--- src/rtl/dpc_pkg.sv ---
// Shared sizes, types and codes for the defective pixel correction block.
// Every DPC module refers to these by scoped name.
package dpc_pkg;

  // ==========================================================================
  // frame geometry
  // ==========================================================================
  localparam int pix_w      = 10;                 // raw pixel bits
  localparam int img_hsz    = 16;                 // pixels per line
  localparam int img_vsz    = 8;                  // lines per frame
  localparam int col_w      = $clog2(img_hsz);
  localparam int row_w      = $clog2(img_vsz);
  localparam int static_num = 4;                  // static coordinate slots
  localparam int cnt_w      = 8;                  // frame counters, saturate at 255

  localparam logic [col_w-1:0] last_col = col_w'(img_hsz - 1);
  localparam logic [row_w-1:0] last_row = row_w'(img_vsz - 1);

  // ==========================================================================
  // data types
  // ==========================================================================
  typedef logic [pix_w-1:0] pix_t;

  // 3x3 neighborhood in raster order, [4] is the center
  typedef pix_t [8:0] win_t;

  typedef struct packed {
    logic [row_w-1:0] row;
    logic [col_w-1:0] col;
  } coord_t;

  typedef enum logic [1:0] {
    def_none   = 2'd0,
    def_white  = 2'd1,
    def_black  = 2'd2,
    def_static = 2'd3
  } defect_t;

  typedef enum logic [1:0] {
    mode_off     = 2'd0,   // pass through
    mode_static  = 2'd1,
    mode_dynamic = 2'd2,
    mode_mix     = 2'd3    // static first, then dynamic
  } mode_t;

endpackage

--- src/rtl/dpc_detect.sv ---
`timescale 1ns/100ps
// Execute stage of the DPC pipeline. Classifies the window center as white,
// black or static defect and picks the replacement value. Frame-edge pixels
// pass through untouched. Result is registered, one cycle latency.
module dpc_detect (
  input  logic                                        clk,
  input  logic                                        rst_n,
  input  logic                                        i_win_vld,
  input  dpc_pkg::win_t                               i_win,
  input  logic [dpc_pkg::row_w-1:0]                   i_win_row,
  input  logic [dpc_pkg::col_w-1:0]                   i_win_col,
  input  dpc_pkg::mode_t                              i_mode_sel,
  input  logic                                        i_debug_en,
  input  dpc_pkg::pix_t                               i_repl_col,
  input  dpc_pkg::pix_t                               i_w_thres,
  input  dpc_pkg::pix_t                               i_b_thres,
  input  dpc_pkg::coord_t [dpc_pkg::static_num-1:0]   i_static_coord,
  input  logic [dpc_pkg::static_num-1:0]              i_static_vld,
  output logic                                        o_px_vld,
  output dpc_pkg::pix_t                               o_px_data,
  output logic [dpc_pkg::row_w-1:0]                   o_px_row,
  output logic [dpc_pkg::col_w-1:0]                   o_px_col,
  output dpc_pkg::defect_t                            o_px_defect
);

  dpc_pkg::pix_t           center;
  dpc_pkg::pix_t           nb_max;
  dpc_pkg::pix_t           nb_min;
  logic [dpc_pkg::pix_w+1:0] nb_sum;    // four orthogonal neighbors
  dpc_pkg::pix_t           nb_mean;
  logic [dpc_pkg::pix_w:0] w_lim;
  logic [dpc_pkg::pix_w:0] b_lvl;
  logic                    is_edge;
  logic                    st_en;
  logic                    dyn_en;
  logic                    st_hit;
  logic                    is_white;
  logic                    is_black;
  dpc_pkg::defect_t        defect;
  dpc_pkg::pix_t           repl;

  assign center = i_win[4];

  assign is_edge = (i_win_row == '0) || (i_win_row == dpc_pkg::last_row) ||
                   (i_win_col == '0) || (i_win_col == dpc_pkg::last_col);

  assign st_en  = (i_mode_sel == dpc_pkg::mode_static) || (i_mode_sel == dpc_pkg::mode_mix);
  assign dyn_en = (i_mode_sel == dpc_pkg::mode_dynamic) || (i_mode_sel == dpc_pkg::mode_mix);

  // ==========================================================================
  // neighborhood statistics
  // ==========================================================================
  always_comb begin
    nb_max = '0;
    nb_min = '1;
    for (int i = 0; i < 9; i++) begin
      if (i != 4) begin
        if (i_win[i] > nb_max) nb_max = i_win[i];
        if (i_win[i] < nb_min) nb_min = i_win[i];
      end
    end
  end

  assign nb_sum  = i_win[1] + i_win[3] + i_win[5] + i_win[7];
  assign nb_mean = nb_sum[dpc_pkg::pix_w+1:2];              // floor of /4

  // one extra bit so max+thres cannot wrap
  assign w_lim    = {1'b0, nb_max} + i_w_thres;
  assign b_lvl    = {1'b0, center} + i_b_thres;
  assign is_white = {1'b0, center} > w_lim;
  assign is_black = b_lvl < {1'b0, nb_min};

  // static coordinate lookup
  always_comb begin
    st_hit = 1'b0;
    for (int k = 0; k < dpc_pkg::static_num; k++) begin
      if (i_static_vld[k] && (i_static_coord[k].row == i_win_row) &&
          (i_static_coord[k].col == i_win_col)) begin
        st_hit = 1'b1;
      end
    end
  end

  // ==========================================================================
  // classification, static wins over dynamic
  // ==========================================================================
  always_comb begin
    defect = dpc_pkg::def_none;
    repl   = center;
    if (!is_edge) begin
      if (st_en && st_hit) begin
        defect = dpc_pkg::def_static;
        repl   = nb_mean;
      end else if (dyn_en && is_white) begin
        defect = dpc_pkg::def_white;
        repl   = nb_max;
      end else if (dyn_en && is_black) begin
        defect = dpc_pkg::def_black;
        repl   = nb_min;
      end
    end
  end

  always_ff @(posedge clk or negedge rst_n) begin
    if (!rst_n) begin
      o_px_vld <= 1'b0;
    end else begin
      o_px_vld <= i_win_vld;
    end
  end

  always_ff @(posedge clk) begin
    o_px_row    <= i_win_row;
    o_px_col    <= i_win_col;
    o_px_defect <= defect;
    // debug paints every defect with the marker color
    o_px_data   <= (i_debug_en && (defect != dpc_pkg::def_none)) ? i_repl_col : repl;
  end

  // back-to-back windows always belong to one frame
  a_mode_stable: assert property (@(posedge clk) disable iff (!rst_n)
    (i_win_vld && $past(i_win_vld)) |-> $stable(i_mode_sel));

endmodule

--- src/rtl/dpc_output_stage.sv ---
`timescale 1ns/100ps
// Result stage of the DPC pipeline. Registers the corrected pixel, rebuilds
// line and frame markers from its position and keeps per-frame defect counts.
// Counts are published together with o_fend and held until the next frame end.
module dpc_output_stage (
  input  logic                      clk,
  input  logic                      rst_n,
  input  logic                      i_px_vld,
  input  dpc_pkg::pix_t             i_px_data,
  input  logic [dpc_pkg::row_w-1:0] i_px_row,
  input  logic [dpc_pkg::col_w-1:0] i_px_col,
  input  dpc_pkg::defect_t          i_px_defect,
  output logic                      o_href,
  output dpc_pkg::pix_t             o_data,
  output logic                      o_hstr,
  output logic                      o_hend,
  output logic                      o_fend,
  output logic [dpc_pkg::cnt_w-1:0] o_wdpc_cnt,
  output logic [dpc_pkg::cnt_w-1:0] o_bdpc_cnt,
  output logic [dpc_pkg::cnt_w-1:0] o_static_cnt
);

  logic [dpc_pkg::cnt_w-1:0] acc_w;
  logic [dpc_pkg::cnt_w-1:0] acc_b;
  logic [dpc_pkg::cnt_w-1:0] acc_s;
  logic                      is_last;

  function automatic logic [dpc_pkg::cnt_w-1:0] sat_add(
    input logic [dpc_pkg::cnt_w-1:0] cnt,
    input logic                      inc
  );
    return (inc && (cnt != '1)) ? cnt + 1'b1 : cnt;
  endfunction

  assign is_last = (i_px_row == dpc_pkg::last_row) && (i_px_col == dpc_pkg::last_col);

  always_ff @(posedge clk or negedge rst_n) begin
    if (!rst_n) begin
      o_href <= 1'b0;
      o_hstr <= 1'b0;
      o_hend <= 1'b0;
      o_fend <= 1'b0;
      o_data <= '0;
    end else begin
      o_href <= i_px_vld;
      o_hstr <= i_px_vld && (i_px_col == '0);
      o_hend <= i_px_vld && (i_px_col == dpc_pkg::last_col);
      o_fend <= i_px_vld && is_last;
      if (i_px_vld) begin
        o_data <= i_px_data;
      end
    end
  end

  // ==========================================================================
  // per-frame defect counters
  // ==========================================================================
  always_ff @(posedge clk or negedge rst_n) begin
    if (!rst_n) begin
      acc_w        <= '0;
      acc_b        <= '0;
      acc_s        <= '0;
      o_wdpc_cnt   <= '0;
      o_bdpc_cnt   <= '0;
      o_static_cnt <= '0;
    end else if (i_px_vld) begin
      if (is_last) begin                                  // publish and restart
        o_wdpc_cnt   <= sat_add(acc_w, i_px_defect == dpc_pkg::def_white);
        o_bdpc_cnt   <= sat_add(acc_b, i_px_defect == dpc_pkg::def_black);
        o_static_cnt <= sat_add(acc_s, i_px_defect == dpc_pkg::def_static);
        acc_w        <= '0;
        acc_b        <= '0;
        acc_s        <= '0;
      end else begin
        acc_w <= sat_add(acc_w, i_px_defect == dpc_pkg::def_white);
        acc_b <= sat_add(acc_b, i_px_defect == dpc_pkg::def_black);
        acc_s <= sat_add(acc_s, i_px_defect == dpc_pkg::def_static);
      end
    end
  end

  // a line leaves as one unbroken run, o_hend img_hsz-1 cycles after o_hstr
  a_line_run: assert property (@(posedge clk) disable iff (!rst_n)
    o_hstr |-> ##(dpc_pkg::img_hsz - 1) o_hend);

endmodule

--- src/rtl/dpc_top.sv ---
`timescale 1ns/100ps
// Defective pixel correction for a 16x8 monochrome raw stream, one pixel per
// clock. Chains window build, detection and output staging. Configuration
// inputs are expected to stay constant for the length of a frame.
module dpc_top (
  input  logic                                        clk,
  input  logic                                        rst_n,
  input  logic                                        i_href,
  input  logic                                        i_hstr,
  input  logic                                        i_hend,
  input  logic                                        i_fstr,
  input  dpc_pkg::pix_t                               i_data,
  input  dpc_pkg::mode_t                              i_mode_sel,
  input  logic                                        i_debug_en,
  input  dpc_pkg::pix_t                               i_repl_col,
  input  dpc_pkg::pix_t                               i_w_thres,
  input  dpc_pkg::pix_t                               i_b_thres,
  input  dpc_pkg::coord_t [dpc_pkg::static_num-1:0]   i_static_coord,
  input  logic [dpc_pkg::static_num-1:0]              i_static_vld,
  output logic                                        o_href,
  output dpc_pkg::pix_t                               o_data,
  output logic                                        o_hstr,
  output logic                                        o_hend,
  output logic                                        o_fend,
  output logic [dpc_pkg::cnt_w-1:0]                   o_wdpc_cnt,
  output logic [dpc_pkg::cnt_w-1:0]                   o_bdpc_cnt,
  output logic [dpc_pkg::cnt_w-1:0]                   o_static_cnt
);

  logic                      win_vld;
  dpc_pkg::win_t             win;
  logic [dpc_pkg::row_w-1:0] win_row;
  logic [dpc_pkg::col_w-1:0] win_col;
  logic                      px_vld;
  dpc_pkg::pix_t             px_data;
  logic [dpc_pkg::row_w-1:0] px_row;
  logic [dpc_pkg::col_w-1:0] px_col;
  dpc_pkg::defect_t          px_defect;

  dpc_window dpc_window_inst (
    .clk       (clk),
    .rst_n     (rst_n),
    .i_href    (i_href),
    .i_hstr    (i_hstr),
    .i_hend    (i_hend),
    .i_fstr    (i_fstr),
    .i_data    (i_data),
    .o_win_vld (win_vld),
    .o_win     (win),
    .o_win_row (win_row),
    .o_win_col (win_col)
  );

  dpc_detect dpc_detect_inst (
    .clk            (clk),
    .rst_n          (rst_n),
    .i_win_vld      (win_vld),
    .i_win          (win),
    .i_win_row      (win_row),
    .i_win_col      (win_col),
    .i_mode_sel     (i_mode_sel),
    .i_debug_en     (i_debug_en),
    .i_repl_col     (i_repl_col),
    .i_w_thres      (i_w_thres),
    .i_b_thres      (i_b_thres),
    .i_static_coord (i_static_coord),
    .i_static_vld   (i_static_vld),
    .o_px_vld       (px_vld),
    .o_px_data      (px_data),
    .o_px_row       (px_row),
    .o_px_col       (px_col),
    .o_px_defect    (px_defect)
  );

  dpc_output_stage dpc_output_stage_inst (
    .clk          (clk),
    .rst_n        (rst_n),
    .i_px_vld     (px_vld),
    .i_px_data    (px_data),
    .i_px_row     (px_row),
    .i_px_col     (px_col),
    .i_px_defect  (px_defect),
    .o_href       (o_href),
    .o_data       (o_data),
    .o_hstr       (o_hstr),
    .o_hend       (o_hend),
    .o_fend       (o_fend),
    .o_wdpc_cnt   (o_wdpc_cnt),
    .o_bdpc_cnt   (o_bdpc_cnt),
    .o_static_cnt (o_static_cnt)
  );

endmodule

--- src/rtl/dpc_window.sv ---
`timescale 1ns/100ps
// Decode stage of the DPC pipeline. Keeps the two previous lines and slides a
// 3x3 window along the incoming line, one window per valid pixel. The last
// column of a line is issued in the idle gap after i_hend, and the bottom row
// is replayed from the line memory after the frame's last line.
module dpc_window (
  input  logic                      clk,
  input  logic                      rst_n,
  input  logic                      i_href,
  input  logic                      i_hstr,
  input  logic                      i_hend,
  input  logic                      i_fstr,
  input  dpc_pkg::pix_t             i_data,
  output logic                      o_win_vld,
  output dpc_pkg::win_t             o_win,
  output logic [dpc_pkg::row_w-1:0] o_win_row,
  output logic [dpc_pkg::col_w-1:0] o_win_col
);

  dpc_pkg::pix_t             line0 [dpc_pkg::img_hsz];  // row r-1
  dpc_pkg::pix_t             line1 [dpc_pkg::img_hsz];  // row r
  logic [dpc_pkg::col_w-1:0] col_cnt;                   // next column expected
  logic [dpc_pkg::row_w-1:0] row_cnt;                   // row of current line
  logic [dpc_pkg::col_w-1:0] in_col;
  logic [dpc_pkg::row_w-1:0] in_row;
  logic                      tail_pend;                 // trailing column due
  logic                      tail_last;                 // tail of the last line
  logic                      fl_act;                    // bottom row replay
  logic [dpc_pkg::col_w:0]   fl_cnt;
  logic [dpc_pkg::col_w-1:0] fl_col;
  logic [dpc_pkg::col_w-1:0] rd_col;
  logic                      shift_en;
  dpc_pkg::pix_t             new_top;
  dpc_pkg::pix_t             new_mid;
  dpc_pkg::pix_t             new_bot;

  // ==========================================================================
  // position of the incoming pixel
  // ==========================================================================
  assign in_col = i_hstr ? '0 : col_cnt;
  assign in_row = i_fstr ? '0 : (i_hstr ? row_cnt + 1'b1 : row_cnt);

  always_ff @(posedge clk or negedge rst_n) begin
    if (!rst_n) begin
      col_cnt <= '0;
      row_cnt <= '0;
    end else if (i_href) begin
      col_cnt <= in_col + 1'b1;
      row_cnt <= in_row;
    end
  end

  // line memories, row r+1 pushes row r down
  always_ff @(posedge clk) begin
    if (i_href) begin
      line0[in_col] <= line1[in_col];
      line1[in_col] <= i_data;
    end
  end

  // ==========================================================================
  // trailing column and bottom row flush
  // ==========================================================================
  always_ff @(posedge clk or negedge rst_n) begin
    if (!rst_n) begin
      tail_pend <= 1'b0;
      tail_last <= 1'b0;
      fl_act    <= 1'b0;
      fl_cnt    <= '0;
    end else begin
      tail_pend <= i_href && i_hend && (in_row != '0);   // row 0 has no window yet
      if (i_href && i_hend) begin
        tail_last <= (in_row == dpc_pkg::last_row);
      end
      if (tail_pend && tail_last) begin
        fl_act <= 1'b1;
        fl_cnt <= '0;
      end else if (fl_act) begin
        fl_cnt <= fl_cnt + 1'b1;
        if (fl_cnt == dpc_pkg::img_hsz) begin
          fl_act <= 1'b0;
        end
      end
    end
  end

  assign fl_col   = fl_cnt[dpc_pkg::col_w-1:0] - 1'b1;   // center lags the read
  assign rd_col   = fl_act ? fl_cnt[dpc_pkg::col_w-1:0] : in_col;
  assign shift_en = i_href | tail_pend | fl_act;

  // new right-hand column; below the bottom row is never looked at
  assign new_top = line0[rd_col];
  assign new_mid = line1[rd_col];
  assign new_bot = fl_act ? line1[rd_col] : i_data;

  // ==========================================================================
  // window shift and issue
  // ==========================================================================
  always_ff @(posedge clk) begin
    if (shift_en) begin
      o_win[0] <= o_win[1];
      o_win[1] <= o_win[2];
      o_win[2] <= new_top;
      o_win[3] <= o_win[4];
      o_win[4] <= o_win[5];
      o_win[5] <= new_mid;
      o_win[6] <= o_win[7];
      o_win[7] <= o_win[8];
      o_win[8] <= new_bot;
    end
    if (fl_act) begin
      o_win_row <= dpc_pkg::last_row;
      o_win_col <= fl_col;
    end else if (tail_pend) begin
      o_win_row <= row_cnt - 1'b1;
      o_win_col <= dpc_pkg::last_col;
    end else begin
      o_win_row <= in_row - 1'b1;
      o_win_col <= in_col - 1'b1;
    end
  end

  always_ff @(posedge clk or negedge rst_n) begin
    if (!rst_n) begin
      o_win_vld <= 1'b0;
    end else begin
      o_win_vld <= (i_href && (in_row != '0) && (in_col != '0)) ||
                   tail_pend || (fl_act && (fl_cnt != '0));
    end
  end

  // input stays idle while the bottom row replays
  a_flush_idle: assert property (@(posedge clk) disable iff (!rst_n)
    fl_act |-> !i_href);

  // two idle cycles after every line end
  a_hend_gap: assert property (@(posedge clk) disable iff (!rst_n)
    (i_href && i_hend) |=> !i_href [*2]);

  // i_hend lands on the img_hsz-th pixel and nowhere else
  a_line_len: assert property (@(posedge clk) disable iff (!rst_n)
    i_href |-> (i_hend == (in_col == dpc_pkg::last_col)));

endmodule
--- config.mk ---
export PLATFORM = sky130hd
export DESIGN_NAME = dpc_top
export DESIGN_NICKNAME = d
export VERILOG_FILES = /design/src/rtl/dpc_pkg.sv /design/src/rtl/dpc_detect.sv /design/src/rtl/dpc_output_stage.sv /design/src/rtl/dpc_top.sv /design/src/rtl/dpc_window.sv
export SDC_FILE = /design/constraint.sdc
export NUM_CORES = 1
export LEC_CHECK = 0
export ABC_CLOCK_PERIOD_IN_PS = 37400
export BUFFER_PORTS_ARGS = -buffer_cell sky130_fd_sc_hd__buf_2
export CORE_ASPECT_RATIO = 0.75
export CORE_MARGIN = 10
export CORE_UTILIZATION = 35
export CTS_BUF_LIST = sky130_fd_sc_hd__clkbuf_4 sky130_fd_sc_hd__clkbuf_8
export DETAILED_ROUTE_END_ITERATION = 10
export HOLD_SLACK_MARGIN = 0.02
export PLACE_DENSITY = 0.47
export REMOVE_ABC_BUFFERS = 1
export SLEW_MARGIN = 40
export SYNTH_ARGS = -nofsm -noshare
export SYNTH_HDL_FRONTEND = slang
export SYNTH_HIERARCHICAL = 1
export SYNTH_SLANG_ARGS = --single-unit
--- constraint.sdc ---
create_clock -name clk -period 37.4 [get_ports clk]
set_input_delay 7.48 -clock clk [delete_from_list [all_inputs] [get_ports clk]]
set_output_delay 7.48 -clock clk [all_outputs]
set_load 0.05 [all_outputs]
==> summary.txt, run 1 <==
Worst setup path
  • Max incr delay on CP: between 0.6 and 0.7 ns
  • Critical path class: flip-flop to flip-flop
  • Req. time, crit path: 37.93 ns
  • R2R cell count: 86
  • Delay-heaviest family, CP: compound AO/OA/AOI/OAI gates
  • Worst setup SP type: flip-flop
  • CP max stage cell: a2111oi_1
  • Critical path peak fanout: 16
  • Reg2reg end: dpc_detect_inst/o_px_data[7]
  • RR Startpoint: dpc_window_inst/o_win[13]
  • CP endpoint kind: flip-flop
  • Worst EP arrival: around 22 ns
  • Reg2reg setup slack: 15.87 ns
  • Crit path buf inv count: 4

STA
  • Final slew viol count: 0
  • Unrepaired setup endpoints after global routing: no
  • Count of final setup violators: 0
  • Crit share post-route: 0.576
  • Worst Skew: ~0.04 ns
  • F_max: 0.0464 GHz
  • Worst hold slack: around 0.35 ns
  • Final hold violation count: 0
  • Worst-margin pin slew: a little over 0.9 ns
  • Rel. slew slack: 0.391
  • Fin crit period: 21.53 ns
  • Final TNS setup: 0 ns

Power
  • Clock power share: 0.147
  • Peak VDD IR: between 100 and 150 µV
  • Final Power: roughly 3.6 mW
  • Power per cell area: between 100 and 150 nW/µm²
  • Seq pwr share: 0.215
  • Sw frac: 0.477
  • Psw: 1.70 mW
  • Int Pwr: between 1.5 and 2 mW
  • Lkg Pwr: ~14 nW
  • Combinational power share: 0.638

Final layout
  • Fillcell total: about 8.4k
  • Fin util: 0.396
  • Layout area overhead: 11.9%
  • Final non-filler cell total: between 4k and 5k
  • Share of post-route cells with drive strength above 1: 0.143
  • Final nets: roughly 3.3k

Synthesis
  • Top post-synthesis cells by area: edfxtp_1 41%, ha_1 7.6%, dfrtp_1 6.5%
  • Leading area contributor after synthesis: edfxtp_1
  • Post-synthesis sequential area ratio: 0.488
  • Post-Synthesis Cell Area: a little over 30000 µm²
  • Mean Syn Cell Area: ~11 µm²
  • Count leader, synth: edfxtp_1
  • Top cells by count, synth: 410 x edfxtp_1, 394 x nand2_1, 185 x ha_1
  • Area share of the largest cell type after synthesis: 0.406
  • Yosys reg bits: about 520
  • Ys async rst share: 0.153
  • Yosys warnings: 6
  • Synth Instances: ~2.9k
  • Post-synth EDFFs: a little over 400
  • Synth Flop Type: edfxtp_1
  • Post-synth cell types: about 110

Die
  • Die width: roughly 360 µm
  • Initial core utilization: 0.353
  • Die height: 275 µm
  • Full die area: 99000 µm²
  • Std-Cell Rows: between 90 and 100
  • IO Pins: about 120
  • Core area: ~86000 µm²

Route
  • Number of vias per cell: 5.69
  • Detail Route Antenna Nets: 0
  • DR pass1 iterations: 8
  • WL per Instance: between 20 and 25 µm
  • WL final: around 100 mm
  • Iteration-0 DRC Markers: around 2.4k
  • Number of remaining DRC errors: 0
  • Vias: 23.8k

Outcome
  • Status: finished clean

Clock tree
  • Bufs on Longest Clock Path: 3
  • Post-CTS Setup Inserts: 0
  • H-tree depth: 3
  • Num CTS Buffers: between 80 and 90
  • Root buf cell: clkbuf_8
  • Cts hold-fix bufs: 0
  • CTS tree: built
  • Clock transition at the registers of the reported paths: about 0.060 ns
  • Post_cts resized: 0
  • Worst-Skew Late Latency: roughly 0.7 ns
  • Clock tree sinks: 515

Global route
  • Antenna violations before repair: 5
  • Vias in the first global route: ~23k
  • Largest net degree at the start of global routing: just under 80
  • Remaining Overflow, GRT: 0
  • All-Layer GR Usage: 0.202
  • Global-route wire length before repair: ~150 mm

Min path
  • Min-Delay Path Class: flip-flop to flip-flop
  • Hold Path Origin: dpc_window_inst/o_win_vld
  • Hold Path Cell Cnt: 0
  • Hold worst-path end: dpc_detect_inst/o_px_vld

Job
  • Max Cap Viol: 0

Placement
  • Hpwl dp: about 70 mm
  • Placer congestion estimate: between 0.9 and 1
  • I/O Buffers: 118
  • Placed Cells: 4014
-- power groups by stage --
stage	clock, mW	combinational, mW	sequential, mW
2_1_floorplan	0	1.61	0.779
5_1_grt	0.567	2.55	0.775
3_3_place_gp	0	2.21	0.779
3_5_place_dp	0	2.24	0.779
4_1_cts	0.542	2.26	0.768
6_report	0.525	2.28	0.768
-- worst max path at each step --
stage,endpoint,cells after the start,start,slack (ns)
2_1_floorplan,dpc_detect_inst/o_px_data[7],100,dpc_window_inst/o_win[11],19.28
3_3_place_gp,dpc_detect_inst/o_px_data[7],102,dpc_window_inst/o_win[11],16.27
3_5_place_dp,dpc_detect_inst/o_px_data[7],85,dpc_window_inst/o_win[13],16.33
4_1_cts,dpc_detect_inst/o_px_data[7],85,dpc_window_inst/o_win[13],16.19
5_1_grt,dpc_detect_inst/o_px_data[7],86,dpc_window_inst/o_win[13],14.14
6_report,dpc_detect_inst/o_px_data[7],86,dpc_window_inst/o_win[13],15.87
-- worst reg2reg max path, delay by kind of cell, from the launching register on --
| kind | cells | cell delay, ns |
|---|---|---|
| and+or+nand+nor | 25 | 5.74 |
| xor gates and xnor gates | 1 | 0.18 |
| muxes | 6 | 1.86 |
| adders and majority gates | 9 | 2.73 |
| AOI/OAI and AO/OA | 41 | 9.93 |
| buffers and inverters | 4 | 0.38 |
| DFF | 1 | 0.54 |
-- per-stage QoR --
| stage | worst slack [ns] | area, µm² |
|---|---|---|
| final | 15.87 | 34000 |
| after detailed placement | 16.33 | 32200 |
| after floorplan | 19.28 | 29700 |
| after global placement | 16.27 | 32100 |
| after CTS | 16.19 | 34000 |
| after global routing | 14.14 | 34000 |
-- flip-flops by register name, indices dropped and copies added, names as in the netlist, 2 cells and up --
register and count:
dpc_output_stage_inst/acc_s 8, dpc_window_inst/line0 160, dpc_output_stage_inst/o_bdpc_cnt 8, dpc_output_stage_inst/o_data 10, dpc_output_stage_inst/o_static_cnt 8, dpc_output_stage_inst/o_wdpc_cnt 8, dpc_detect_inst/o_px_col 4, dpc_window_inst/o_win_col 4
dpc_window_inst/row_cnt 3, dpc_window_inst/o_win_row 3, dpc_output_stage_inst/acc_b 8, dpc_window_inst/line1 160, dpc_window_inst/col_cnt 4, dpc_detect_inst/o_px_row 3, dpc_window_inst/o_win 90, dpc_detect_inst/o_px_data 10
dpc_detect_inst/o_px_defect 2, dpc_window_inst/fl_cnt 5, dpc_output_stage_inst/acc_w 8
-- layout make-up --
type	count	area (µm²)	area share
inverter	141	529	0.0156
antenna	4	10.0	0.000295
tap	1140	1430	0.0420
multi-input combinational	2056	14500	0.426
clock inverter	31	170	0.00501
timing repair buffer	162	942	0.0277
clock buffer	134	1610	0.0473
sequential	515	14800	0.436
-- kinds of logic after synthesis --
| family | count (synthesis) | share of synthesized area |
|---|---|---|
| fa+ha+maj | 211 | 0.0922 |
| flops | 515 | 0.488 |
| simple gates | 920 | 0.147 |
| mux | 136 | 0.0477 |
| compound gates | 721 | 0.165 |
| buf+inv | 294 | 0.0396 |
| xor+xnor | 68 | 0.0199 |
-- layout by cell type (no fill, tap or decap), drive strengths merged, types with 35 or more instances in the layout --
cell    count
nand2     395
mux2i      90
and3       35
nor2b      63
clkbuf    134
xnor2      41
a311oi     39
nand4      35
nand3     117
a211oi     79
inv       144
mux2       46
a21oi     138
o21ai     141
ha        185
dfrtp      79
nor2      113
edfxtp    410
a21o       56
buf       162
-- layer usage --
layer | global-route usage | share of wire | up-vias
met3 | 0.0377 | 0.072 | 142
met4 | 0.0518 | 0.019 | 0
met1 | 0.296 | 0.48 | 11800
li1 | - | - | 11000
met2 | 0.302 | 0.43 | 889
met5 | 0 | 0 | -
Note: power is estimated with default switching activity, not from simulation.
==> run 2: changes to the inputs <==
--- a/config.mk
+++ b/config.mk
@@ -5,7 +5,7 @@
 export SDC_FILE = /design/constraint.sdc
 export NUM_CORES = 1
 export LEC_CHECK = 0
-export ABC_CLOCK_PERIOD_IN_PS = 37400
+export ABC_CLOCK_PERIOD_IN_PS = 22400
 export BUFFER_PORTS_ARGS = -buffer_cell sky130_fd_sc_hd__buf_2
 export CORE_ASPECT_RATIO = 0.75
 export CORE_MARGIN = 10
==> constraint.sdc (replaced) <==
create_clock -name clk -period 22.4 [get_ports clk]
set_input_delay 4.48 -clock clk [delete_from_list [all_inputs] [get_ports clk]]
set_output_delay 4.48 -clock clk [all_outputs]
set_load 0.05 [all_outputs]
==> summary.txt, run 2 (synthesized netlist as in run 1, its figures left out) <==
Global route
  • Vias in the first global route: 23.3k (-0.73%)
  • Global-route wire length before repair: 153 mm (-0.72%)
  • Largest net degree at the start of global routing: 77 (-2.5%)
  • Antenna violations before repair: 4 (-1)
  • Remaining Overflow, GRT: 0 (unchanged)
  • All-Layer GR Usage: 0.201 (-0.00109)

Clock tree
  • Clock tree sinks: 515 (unchanged)
  • Num CTS Buffers: 91 (+2.2%)
  • Bufs on Longest Clock Path: 3 (unchanged)
  • H-tree depth: 3 (unchanged)
  • Worst-Skew Late Latency: 0.76 ns (+0.05 ns)
  • Clock transition at the registers of the reported paths: 0.06 ns (about the same)
  • CTS tree: built
  • Cts hold-fix bufs: 0 (unchanged)
  • Root buf cell: clkbuf_8

Placement
  • Placer congestion estimate: 0.900 (-0.14%)
  • DP Worst Slack: 1.39 ns (-14.94 ns)
  • Placed Cells: 4014 (unchanged)
  • Hpwl dp: 71.3 mm (-0.10%)
  • Cell Area, Placed: 32200 µm² (unchanged)
  • I/O Buffers: 118 (unchanged)

Route
  • WL final: 103 mm (about the same)
  • Number of remaining DRC errors: 0 (unchanged)
  • DR pass1 iterations: 8 (unchanged)
  • WL per Instance: 24.6 µm (-0.27%)
  • Iteration-0 DRC Markers: 2345 (-2.9%)
  • Detail Route Antenna Nets: 0 (unchanged)
  • Number of vias per cell: 5.68 (-0.28%)
  • Vias: 23.8k (-0.067%)

Worst setup path
  • CP max stage cell: edfxtp_1
  • Critical path class: flip-flop to flip-flop
  • RR Startpoint: dpc_window_inst/o_win[11]
  • Critical path peak fanout: 19 (+3)
  • Worst EP arrival: 21.47 ns (-0.59 ns)
  • R2R cell count: 102 (+19%)
  • Critical path endpoint: dpc_detect_inst/o_px_data[7]
  • Reg2reg end: dpc_detect_inst/o_px_data[7]
  • Critical Path Stages: 102 (+19%)
  • Req. time, crit path: 22.99 ns (-14.94 ns)
  • Crit path buf inv count: 3 (-1)
  • Max incr delay on CP: 0.55 ns (-0.08 ns)
  • CP endpoint kind: flip-flop
  • Delay-heaviest family, CP: compound AO/OA/AOI/OAI gates
  • Critical path's most frequent cell: a21o_1
  • Critical Path Source: dpc_window_inst/o_win[11]
  • Reg2reg setup slack: 1.52 ns (-14.35 ns)
  • Worst setup SP type: flip-flop

Die
  • Core area: 85900 µm² (unchanged)
  • Initial core utilization: 0.353 (unchanged)
  • Die height: 275 µm (unchanged)
  • IO Pins: 119 (unchanged)
  • Die width: 360 µm (unchanged)
  • Std-Cell Rows: 93 (unchanged)
  • Full die area: 99000 µm² (unchanged)

STA
  • Worst hold slack: 0.352 ns (+0.00237 ns)
  • Final TNS setup: 0 ns (unchanged)
  • F_max: 0.0479 GHz (+3.1%)
  • Rel. slew slack: 0.410 (+0.0190)
  • Worst-margin pin slew: 0.863 ns (-0.0447 ns)
  • Fin crit period: 20.88 ns (-0.647 ns)
  • Crit share post-route: 0.932 (+0.357)
  • Unrepaired setup endpoints after global routing: yes
  • Final slew viol count: 0 (unchanged)
  • Worst Skew: 0.0497 ns (+0.0104 ns)
  • Final worst setup slack: 1.52 ns (-14.35 ns)
  • Final hold violation count: 0 (unchanged)
  • Count of final setup violators: 0 (unchanged)

Final layout
  • Final non-filler cell total: 4192 (+0.22%)
  • Reg area: 14800 µm² (unchanged)
  • Area of the multi-input gates: 14500 µm² (+0.23%)
  • Commonest non-fill, non-tap cell in the layout: edfxtp_1
  • Most frequent cells in the layout: 410 x edfxtp_1, 389 x nand2_1, 185 x ha_1
  • Final nets: 3255 (+0.061%)
  • Layout area overhead: 12.3%
  • Design Area, Final: 34100 µm² (+0.36%)
  • Share of post-route cells with drive strength above 1: 0.148 (+0.00497)
  • Fin util: 0.397 (+0.00141)
  • Fillcell total: 8400 (-0.11%)
  • Leading registers by flop count: dpc_window_inst/line0: 160 flops, dpc_window_inst/line1: 160 flops, dpc_window_inst/o_win: 90 flops

Power
  • Peak VDD IR: 157 µV (+45%)
  • Lkg Pwr: 13.7 nW (+0.37%)
  • Power per cell area: 176 nW/µm² (+68%)
  • Final Power: 6.01 mW (+68%)

Outcome
  • Status: finished clean

Min path
  • Min-Delay Path Class: flip-flop to flip-flop

Job
  • Max Cap Viol: 0 (unchanged)
[run 2: cell count changes in the layout (fill, tap and decap cells not counted), moves of 2 or more]
| cell | delta |
|---|---|
| clkinv_1 | -3 |
| clkinv_2 | +7 |
| diode_2 | +3 |
| nand2_1 | -2 |
| nand2_2 | +2 |
[run 2: worst register-to-register path: cells and delay by family, from the launching register on]
family	cells	cell delay, ns
AOI/OAI and AO/OA	64	12.76
muxes	1	0.42
and+or+nand+nor	26	3.89
buffers and inverters	3	0.54
adders and majority gates	8	2.57
DFF	1	0.55
[run 2: timing repair]
item                                    CTS  global route
setup buffers                             0             0
endpoints found under the setup margin    0            10
resized for setup                         0             7
[run 2: routing by layer]
metal  GRT usage  vias up  wire, µm
met5           0        -         0
met4      0.0492        0      2070
met3      0.0383      149      6920
met2       0.299      828     44300
met1       0.296    11800     49700
li1            -    11000         -
[run 2: power breakdown]
group / internal (mW) / switching [mW]
clock network: 0.479 / 0.425
logic: 1.50 / 2.32
registers: 1.17 / 0.119
[run 2: area by class of cell]
type,count,share of cell area
flip-flops and latches,515,0.434
multi-input cells,2056,0.426
clock buffers,134,0.0473
well taps,1140,0.0418
repair buffers,162,0.0276
inverters,141,0.0155
clock inverters,37,0.00716
diodes,7,0.000514
[run 2: worst min path at each step]
stage                               from                  endpoint  slack, ns  cells past startpoint
6_report       dpc_window_inst/o_win_vld  dpc_detect_inst/o_px_vld       0.35                      0
4_1_cts        dpc_window_inst/o_win_vld  dpc_detect_inst/o_px_vld       0.35                      0
2_1_floorplan  dpc_window_inst/o_win_vld  dpc_detect_inst/o_px_vld       0.33                      0
3_3_place_gp   dpc_window_inst/o_win_vld  dpc_detect_inst/o_px_vld       0.33                      0
3_5_place_dp   dpc_window_inst/o_win_vld  dpc_detect_inst/o_px_vld       0.34                      0
5_1_grt        dpc_window_inst/o_win_vld  dpc_detect_inst/o_px_vld       0.36                      0
